### config.mk
export PLATFORM = sky130hd
export DESIGN_NAME = ecc_mem_top
export DESIGN_NICKNAME = d
export VERILOG_FILES = /design/src/hw/ecc_mem_pkg.sv /design/src/hw/ecc_write_port.sv /design/src/hw/ecc_storage.sv /design/src/hw/ecc_41_codec.sv /design/src/hw/ecc_read_port.sv /design/src/hw/ecc_mem_top.sv
export VERILOG_INCLUDE_DIRS = /design/src /design/src/hw
export SDC_FILE = /design/constraint.sdc
export NUM_CORES = 2
export LEC_CHECK = 0
export BUFFER_PORTS_ARGS = -buffer_cell sky130_fd_sc_hd__buf_2
export CAP_MARGIN = 10
export CORE_MARGIN = 4
export CORE_UTILIZATION = 40
export DETAILED_ROUTE_END_ITERATION = 12
export PLACE_DENSITY = 0.55
export SYNTH_ARGS = -nofsm -noshare
export SYNTH_HDL_FRONTEND = slang
export SYNTH_SLANG_ARGS = --single-unit
### constraint.sdc
create_clock -name clk -period 14.3 [get_ports clk]
set_input_delay 0.715 -clock clk [delete_from_list [all_inputs] [get_ports clk]]
set_output_delay 0.715 -clock clk [all_outputs]
set_load 0.01 [all_outputs]
### src/hw/ecc_mem_defs.svh
`ifndef ECC_MEM_DEFS_SVH
`define ECC_MEM_DEFS_SVH

// user data bits in one word
`define ECC_DATA_WIDTH  41
`define ECC_CHECK_WIDTH 7

// stored word is data plus check bits
`define ECC_CODE_WIDTH  48

// 64 words in the scratchpad
`define ECC_ADDR_WIDTH  6
`define ECC_COUNT_WIDTH 8

`endif

### src/hw/ecc_mem_pkg.sv
`include "ecc_mem_defs.svh"

package ecc_mem_pkg;

    typedef logic [`ECC_DATA_WIDTH-1:0]  data_word_t;
    typedef logic [`ECC_CHECK_WIDTH-1:0] check_bits_t;

    // check bits sit above the data in the stored word
    typedef logic [`ECC_CODE_WIDTH-1:0]  codeword_t;
    typedef logic [`ECC_ADDR_WIDTH-1:0]  mem_addr_t;
    typedef logic [`ECC_COUNT_WIDTH-1:0] err_count_t;

    // seven even-parity equations of the 41-bit SECDED code
    function automatic check_bits_t ecc_check_bits(input data_word_t d);
        check_bits_t p;
        p[0] = d[0] ^ d[1] ^ d[3] ^ d[4] ^ d[6] ^ d[8] ^ d[10] ^ d[11] ^ d[13] ^ d[15]
             ^ d[17] ^ d[19] ^ d[21] ^ d[23] ^ d[25] ^ d[26] ^ d[28] ^ d[30] ^ d[32]
             ^ d[34] ^ d[36] ^ d[38] ^ d[40];
        p[1] = d[0] ^ d[2] ^ d[3] ^ d[5] ^ d[6] ^ d[9] ^ d[10] ^ d[12] ^ d[13] ^ d[16]
             ^ d[17] ^ d[20] ^ d[21] ^ d[24] ^ d[25] ^ d[27] ^ d[28] ^ d[31] ^ d[32]
             ^ d[35] ^ d[36] ^ d[39] ^ d[40];
        p[2] = d[1] ^ d[2] ^ d[3] ^ d[7] ^ d[8] ^ d[9] ^ d[10] ^ d[14] ^ d[15] ^ d[16]
             ^ d[17] ^ d[22] ^ d[23] ^ d[24] ^ d[25] ^ d[29] ^ d[30] ^ d[31] ^ d[32]
             ^ d[37] ^ d[38] ^ d[39] ^ d[40];
        // the next three cover contiguous runs of data bits
        p[3] = (^d[10:4]) ^ (^d[25:18]) ^ (^d[40:33]);
        p[4] = ^d[25:11];
        p[5] = ^d[40:26];
        // overall bit that separates single from double errors
        p[6] = d[0] ^ d[1] ^ d[2] ^ d[4] ^ d[5] ^ d[7] ^ d[10] ^ d[11] ^ d[12] ^ d[14]
             ^ d[17] ^ d[18] ^ d[21] ^ d[23] ^ d[24] ^ d[26] ^ d[27] ^ d[29] ^ d[32]
             ^ d[33] ^ d[36] ^ d[38] ^ d[39];
        return p;
    endfunction

endpackage

### src/hw/ecc_write_port.sv
`timescale 1ns/1ns

module ecc_write_port (
    input  logic                    clk,
    input  logic                    rst_n,
    input  logic                    wr_en,
    input  ecc_mem_pkg::mem_addr_t  wr_addr,
    input  ecc_mem_pkg::data_word_t wr_data,
    input  ecc_mem_pkg::codeword_t  inj_mask,
    output logic                    store_en,
    output ecc_mem_pkg::mem_addr_t  store_addr,
    output ecc_mem_pkg::codeword_t  store_code
);

    import ecc_mem_pkg::*;

    codeword_t clean_code;
    codeword_t faulty_code;

    // check bits go on top of the data word
    assign clean_code = {ecc_check_bits(wr_data), wr_data};

    // diagnostic flips may land on data bits and check bits of the stored word
    assign faulty_code = clean_code ^ inj_mask;

    always_ff @(posedge clk) begin
        if (!rst_n) begin
            store_en <= 1'b0;
        end else begin
            store_en <= wr_en;
        end
    end

    always_ff @(posedge clk) begin
        if (wr_en) begin
            store_addr <= wr_addr;
            store_code <= faulty_code;
        end
    end

endmodule

### src/hw/ecc_storage.sv
`timescale 1ns/1ns

`include "ecc_mem_defs.svh"

module ecc_storage (
    input  logic                   clk,
    input  logic                   rst_n,
    input  logic                   store_en,
    input  ecc_mem_pkg::mem_addr_t store_addr,
    input  ecc_mem_pkg::codeword_t store_code,
    input  logic                   rd_en,
    input  ecc_mem_pkg::mem_addr_t rd_addr,
    output logic                   fetch_valid,
    output ecc_mem_pkg::codeword_t fetch_code
);

    import ecc_mem_pkg::*;

    localparam int DEPTH = 1 << `ECC_ADDR_WIDTH;

    codeword_t mem [0:DEPTH-1];

    // a read in the same cycle as a store sees the old word
    always_ff @(posedge clk) begin
        if (store_en) begin
            mem[store_addr] <= store_code;
        end
        if (rd_en) begin
            fetch_code <= mem[rd_addr];
        end
    end

    always_ff @(posedge clk) begin
        if (!rst_n) begin
            fetch_valid <= 1'b0;
        end else begin
            fetch_valid <= rd_en;
        end
    end

endmodule

### src/hw/ecc_41_codec.sv
`timescale 1ns/1ns

`include "ecc_mem_defs.svh"

module ecc_41_codec (
    input  ecc_mem_pkg::codeword_t  code_in,
    input  logic                    bypass,
    output ecc_mem_pkg::data_word_t data_out,
    output logic                    sbit_err,
    output logic                    dbit_err
);

    import ecc_mem_pkg::*;

    data_word_t  stored_data;
    check_bits_t stored_check;
    check_bits_t syndrome;
    logic [5:0]  flip_idx;
    logic        flip_hit;
    logic        single_err;
    logic        double_err;
    data_word_t  fix_mask;

    assign stored_data  = code_in[`ECC_DATA_WIDTH-1:0];
    assign stored_check = code_in[`ECC_CODE_WIDTH-1:`ECC_DATA_WIDTH];
    assign syndrome     = stored_check ^ ecc_check_bits(stored_data);

    // each data bit owns one syndrome column of weight three or more
    always_comb begin
        flip_hit = 1'b1;
        flip_idx = 6'd0;
        case (syndrome)
            7'b1000011: flip_idx = 6'd0;
            7'b1000101: flip_idx = 6'd1;
            7'b1000110: flip_idx = 6'd2;
            7'b0000111: flip_idx = 6'd3;
            7'b1001001: flip_idx = 6'd4;
            7'b1001010: flip_idx = 6'd5;
            7'b0001011: flip_idx = 6'd6;
            7'b1001100: flip_idx = 6'd7;
            7'b0001101: flip_idx = 6'd8;
            7'b0001110: flip_idx = 6'd9;
            7'b1001111: flip_idx = 6'd10;
            7'b1010001: flip_idx = 6'd11;
            7'b1010010: flip_idx = 6'd12;
            7'b0010011: flip_idx = 6'd13;
            7'b1010100: flip_idx = 6'd14;
            7'b0010101: flip_idx = 6'd15;
            7'b0010110: flip_idx = 6'd16;
            7'b1010111: flip_idx = 6'd17;
            7'b1011000: flip_idx = 6'd18;
            7'b0011001: flip_idx = 6'd19;
            7'b0011010: flip_idx = 6'd20;
            7'b1011011: flip_idx = 6'd21;
            7'b0011100: flip_idx = 6'd22;
            7'b1011101: flip_idx = 6'd23;
            7'b1011110: flip_idx = 6'd24;
            7'b0011111: flip_idx = 6'd25;
            7'b1100001: flip_idx = 6'd26;
            7'b1100010: flip_idx = 6'd27;
            7'b0100011: flip_idx = 6'd28;
            7'b1100100: flip_idx = 6'd29;
            7'b0100101: flip_idx = 6'd30;
            7'b0100110: flip_idx = 6'd31;
            7'b1100111: flip_idx = 6'd32;
            7'b1101000: flip_idx = 6'd33;
            7'b0101001: flip_idx = 6'd34;
            7'b0101010: flip_idx = 6'd35;
            7'b1101011: flip_idx = 6'd36;
            7'b0101100: flip_idx = 6'd37;
            7'b1101101: flip_idx = 6'd38;
            7'b1101110: flip_idx = 6'd39;
            7'b0101111: flip_idx = 6'd40;
            default:    flip_hit = 1'b0;
        endcase
    end

    // a lone syndrome bit means the flip hit a check bit and left the data intact
    always_comb begin
        single_err = flip_hit || $onehot(syndrome);
        double_err = !single_err && (syndrome != '0);
    end

    assign fix_mask = flip_hit ? (data_word_t'(1) << flip_idx) : '0;

    assign data_out = bypass ? stored_data : (stored_data ^ fix_mask);
    assign sbit_err = !bypass && single_err;
    assign dbit_err = !bypass && double_err;

endmodule

### src/hw/ecc_read_port.sv
`timescale 1ns/1ns

module ecc_read_port (
    input  logic                    clk,
    input  logic                    rst_n,
    input  logic                    fetch_valid,
    input  ecc_mem_pkg::codeword_t  fetch_code,
    input  logic                    bypass,
    input  logic                    cnt_clr,
    output logic                    rd_valid,
    output ecc_mem_pkg::data_word_t rd_data,
    output logic                    sbit_err,
    output logic                    dbit_err,
    output ecc_mem_pkg::err_count_t sbit_count,
    output ecc_mem_pkg::err_count_t dbit_count
);

    import ecc_mem_pkg::*;

    data_word_t fix_data;
    logic       fix_sbit;
    logic       fix_dbit;

    // holds at all ones instead of wrapping
    function automatic err_count_t sat_inc(input err_count_t c);
        return (c == '1) ? c : c + 1'b1;
    endfunction

    ecc_41_codec u_codec (
        .code_in  (fetch_code),
        .bypass   (bypass),
        .data_out (fix_data),
        .sbit_err (fix_sbit),
        .dbit_err (fix_dbit)
    );

    // flags only rise together with rd_valid
    always_ff @(posedge clk) begin
        if (!rst_n) begin
            rd_valid <= 1'b0;
            sbit_err <= 1'b0;
            dbit_err <= 1'b0;
        end else begin
            rd_valid <= fetch_valid;
            sbit_err <= fetch_valid && fix_sbit;
            dbit_err <= fetch_valid && fix_dbit;
        end
    end

    always_ff @(posedge clk) begin
        if (fetch_valid) begin
            rd_data <= fix_data;
        end
    end

    // a clear request beats a same-cycle increment
    always_ff @(posedge clk) begin
        if (!rst_n || cnt_clr) begin
            sbit_count <= '0;
            dbit_count <= '0;
        end else begin
            if (fetch_valid && fix_sbit) begin
                sbit_count <= sat_inc(sbit_count);
            end
            if (fetch_valid && fix_dbit) begin
                dbit_count <= sat_inc(dbit_count);
            end
        end
    end

endmodule

### src/hw/ecc_mem_top.sv
`timescale 1ns/1ns

module ecc_mem_top (
    input  logic                    clk,
    input  logic                    rst_n,
    input  logic                    wr_en,
    input  ecc_mem_pkg::mem_addr_t  wr_addr,
    input  ecc_mem_pkg::data_word_t wr_data,
    input  ecc_mem_pkg::codeword_t  inj_mask,
    input  logic                    rd_en,
    input  ecc_mem_pkg::mem_addr_t  rd_addr,
    input  logic                    bypass,
    input  logic                    cnt_clr,
    output logic                    rd_valid,
    output ecc_mem_pkg::data_word_t rd_data,
    output logic                    sbit_err,
    output logic                    dbit_err,
    output ecc_mem_pkg::err_count_t sbit_count,
    output ecc_mem_pkg::err_count_t dbit_count
);

    import ecc_mem_pkg::*;

    logic      store_en;
    mem_addr_t store_addr;
    codeword_t store_code;
    logic      fetch_valid;
    codeword_t fetch_code;

    ecc_write_port u_write_port (
        .clk        (clk),
        .rst_n      (rst_n),
        .wr_en      (wr_en),
        .wr_addr    (wr_addr),
        .wr_data    (wr_data),
        .inj_mask   (inj_mask),
        .store_en   (store_en),
        .store_addr (store_addr),
        .store_code (store_code)
    );

    ecc_storage u_storage (
        .clk         (clk),
        .rst_n       (rst_n),
        .store_en    (store_en),
        .store_addr  (store_addr),
        .store_code  (store_code),
        .rd_en       (rd_en),
        .rd_addr     (rd_addr),
        .fetch_valid (fetch_valid),
        .fetch_code  (fetch_code)
    );

    // bypass acts on the word fetched in the previous cycle
    ecc_read_port u_read_port (
        .clk         (clk),
        .rst_n       (rst_n),
        .fetch_valid (fetch_valid),
        .fetch_code  (fetch_code),
        .bypass      (bypass),
        .cnt_clr     (cnt_clr),
        .rd_valid    (rd_valid),
        .rd_data     (rd_data),
        .sbit_err    (sbit_err),
        .dbit_err    (dbit_err),
        .sbit_count  (sbit_count),
        .dbit_count  (dbit_count)
    );

endmodule

==> run summary <==
Status: finished clean
Die area: 323000 µm²
WL met2: 170000 µm
Top cells by area, synth: edfxtp_1 77%, mux4_2 18%, xnor2_1 1.0%
Synth unique cells: 82
Cell taking the most area after synthesis: edfxtp_1
Maximum VDD drop: 0.000299 V
Top-area cell type share of the netlist area: 76.8%
Highest routed layer: met4
Crit. Startpoint: u_storage.fetch_code[4]$_DFFE_PP_
Post-Syn Instances: 5177
Post-synthesis cell area: 126000 µm²
Multi-input logic area: 28200 µm²
Max Fclk: 168 MHz
Final Core Density: 45.8%
Crit path to: u_read_port.dbit_count[6]$_SDFFE_PP0P_
Clock Pin Slew Worst Setup and Hold Paths: 0.06 ns
Met1 wire length: 151000 µm
Commonest cells in the netlist: 3215 x edfxtp_1, 999 x mux4_2, 185 x clkbuf_1
Num rows: 205
Router iterations before antenna repair: 6
Min-Delay Path Class: in2reg
Final WL: 359000 µm
Fin cells: 10000
Max Fanout on Critical Path: 12
Vias per cell: 6.02
Unrepaired setup endpoints after global routing: no
Crit path launch type: flop
Pleak: 44.3 nW
Ys async rst share: 0%
EDFF count, synth: 3215
Setup TNS: 0 ns
WS Path Type: reg2reg
Register area: 97000 µm²
Worst hold slack: 0.106 ns
Worst-Skew Late Latency: 0.88 ns
Area grow syn2layout: 13.9%
Core area: 312000 µm²
Post-Synth Simple-Gate Area: 1.15%
Critical Path End Type: flop
# clock sinks: 3236
Hold_buf cts: 0
Clock tree buffer depth: 4
Crit path time final: 5.96 ns
GR Util All Layers: 21.9%
Routed via count: 60300
Skew final: 0.0517 ns
Max-cap check violation count: 0
Slowest cell on the critical path: edfxtp_1
CTS resizes: 0
R2r endpoint: u_read_port.dbit_count[6]$_SDFFE_PP0P_
CTS buffer count: 339
Detailed Route Iter0 Violations: 9047
Finished layout cell area: 143000 µm²
Layout cells sized above 1: 32.9%
Mux share of post-synthesis cell area: 18.1%
Most common cell in the netlist: edfxtp_1
Tcrit/Tclk final: 41.7%
Routed len/inst: 35.9 µm
Prevailing post-synth register cell: edfxtp_1
# setup viols final: 0
Mean Syn Cell Area: 24.3 µm²
DP Area: 133000 µm²
Die height: 569 µm
Met3 Wirelength: 28500 µm
Setup slack, reg-to-reg: 8.34 ns
# port buffers: 166
CTS tree: built
Worst path arrival time: 6.73 ns
Fin. Hold Viols: 0
Fillers: 25800
Remaining DRCs: 0
Synth Area in Compound Gates: 0.533%
Vias in the first global route: 60100
Post-Syn Nets: 5294
Post-synthesis xor/xnor area fraction: 2.14%
Gp weighted congestion: 0.853
Die X: 569 µm
Post-route ant nets: 0
Crit path cell chain: xnor2_1 -> xnor3_2 -> xor2_2 -> xnor2_1 -> fa_1 -> xnor2_1 -> ha_1 -> ha_1 -> o21ai_0 -> nand2b_1 -> fa_1 -> nor2_1 -> nand3_1 -> nand4_1 -> nor4_2 -> nand2_2 -> or3_1 -> a21oi_1
Slew Viols, Final: 0
Register area share after synthesis: 77.1%
CP max stage delay: 0.68 ns
Global-route wire length before repair: 494000 µm
DP Wirelength: 197000 µm
Adder-cell share of the synthesized area: 0.111%
I/O pins: 167
Placed Cells: 9422
CTS root buf: clkbuf_16
Pin count of the biggest net entering global routing: 116
Critical register-to-register path startpoint: u_storage.fetch_code[4]$_DFFE_PP_
Power Density: 162 nW/µm²
H-tree levels: 5
Initial antenna violation count: 18
Slew HR: 16.5%
Main combinational cell family by area after synthesis: multiplexers
Synth Register Bits: 3236
Post-CTS Setup Inserts: 0
Nets: 5740
R2R depth: 18
Yosys warning total: 0
Worst EP required: 15.07 ns
Initial Utilization: 40.2%
Actual slew at the worst max-slew pin: 1.25 ns
CP dominant cell by count: xnor2_1
Global route overflow: 0
-- per-stage QoR --
step                setup WS (ns)  power (mW)
finish                       8.34        23.2
global route                 7.88        24.0
CTS                          8.33        23.3
detailed placement           8.38        15.0
global placement             8.37        15.0
floorplan                    9.31        13.8
-- cells in the final DEF (no fill, tap or decap), types with 6 or more instances in the layout --
cell type / n
a211oi_1: 8
a21oi_1: 23
buf_12: 9
buf_2: 158
buf_4: 193
bufinv_16: 22
clkbuf_1: 77
clkbuf_16: 343
clkinv_1: 64
clkinv_2: 55
dfxtp_1: 20
edfxtp_1: 3215
ha_1: 8
inv_1: 7
inv_6: 12
mux2_2: 10
mux2i_1: 16
mux4_2: 999
nand2_1: 43
nand2b_1: 8
nand3_1: 36
nand4_1: 19
nor2_1: 38
nor2_4: 64
nor3_1: 12
nor3_2: 6
o21ai_0: 18
or2_2: 8
or3_1: 6
xnor2_1: 145
xnor3_1: 12
xnor3_2: 6
xor2_1: 95
-- worst min-delay path by stage --
| stage | from | to | slack, ns | cells past startpoint |
|---|---|---|---|---|
| final | wr_addr[0] | u_write_port.store_addr[0]$_DFFE_PP_ | 0.11 | 1 |
| after global routing | wr_addr[4] | u_write_port.store_addr[4]$_DFFE_PP_ | 0.07 | 1 |
| after CTS | wr_addr[4] | u_write_port.store_addr[4]$_DFFE_PP_ | 0.06 | 1 |
| after detailed placement | u_read_port.dbit_count[2]$_SDFFE_PP0P_ | u_read_port.dbit_count[2]$_SDFFE_PP0P_ | 0.52 | 2 |
| after global placement | u_read_port.sbit_count[4]$_SDFFE_PP0P_ | u_read_port.sbit_count[4]$_SDFFE_PP0P_ | 0.51 | 2 |
| after floorplan | u_read_port.sbit_count[4]$_SDFFE_PP0P_ | u_read_port.sbit_count[4]$_SDFFE_PP0P_ | 0.51 | 2 |
-- logic make-up after synthesis --
logic type	Yosys count
adder cells (fa/ha/maj)	10
XOR/XNOR	266
multiplexers	1025
AO/OA/AOI/OAI	94
buffers and inverters	266
flip-flops	3236
AND/OR/NAND/NOR	280
-- worst max-delay path: cells and delay by family (launching register included) --
family	cells	cell delay, ns
adders and majority gates	4	1.70
xor gates and xnor gates	5	1.69
and+or+nand+nor	7	1.45
DFF	1	0.68
AOI/OAI and AO/OA	2	0.30
-- flip-flops by register name (all words and copies together), names as in the netlist --
| name | flops |
|---|---|
| u_read_port.dbit_err | 1 |
| u_read_port.sbit_err | 1 |
| u_storage.fetch_valid | 1 |
| u_write_port.store_addr | 6 |
| u_storage.fetch_code | 48 |
| u_storage.mem | 3072 |
| u_read_port.sbit_count | 8 |
| u_read_port.rd_data | 41 |
| u_write_port.store_en | 1 |
| u_write_port.store_code | 48 |
| u_read_port.dbit_count | 8 |
| u_read_port.rd_valid | 1 |
-- final cells by class --
class,count,share of cell area (%)
Sequential cell,3236,67.7
Multi-Input combinational cell,1675,19.7
Clock buffer,420,6.20
Tap cell,4140,3.62
Timing Repair Buffer,364,1.73
Clock inverter,166,1.00
Inverter,7,0.0184
Antenna cell,5,0.00874
-- report_power, final --
part	switching (mW)	internal [mW]	total (mW)
clock network	3.57	4.79	8.36
logic	2.62	1.25	3.87
registers	0.0767	10.9	11.0
-- metal layers --
layer	GRT usage, %	vias up
met5	0	-
li1	-	23200
met3	3.03	560
met1	32.5	33400
met4	5.83	0
met2	34.3	3095
(Power assumes the default switching activity.)
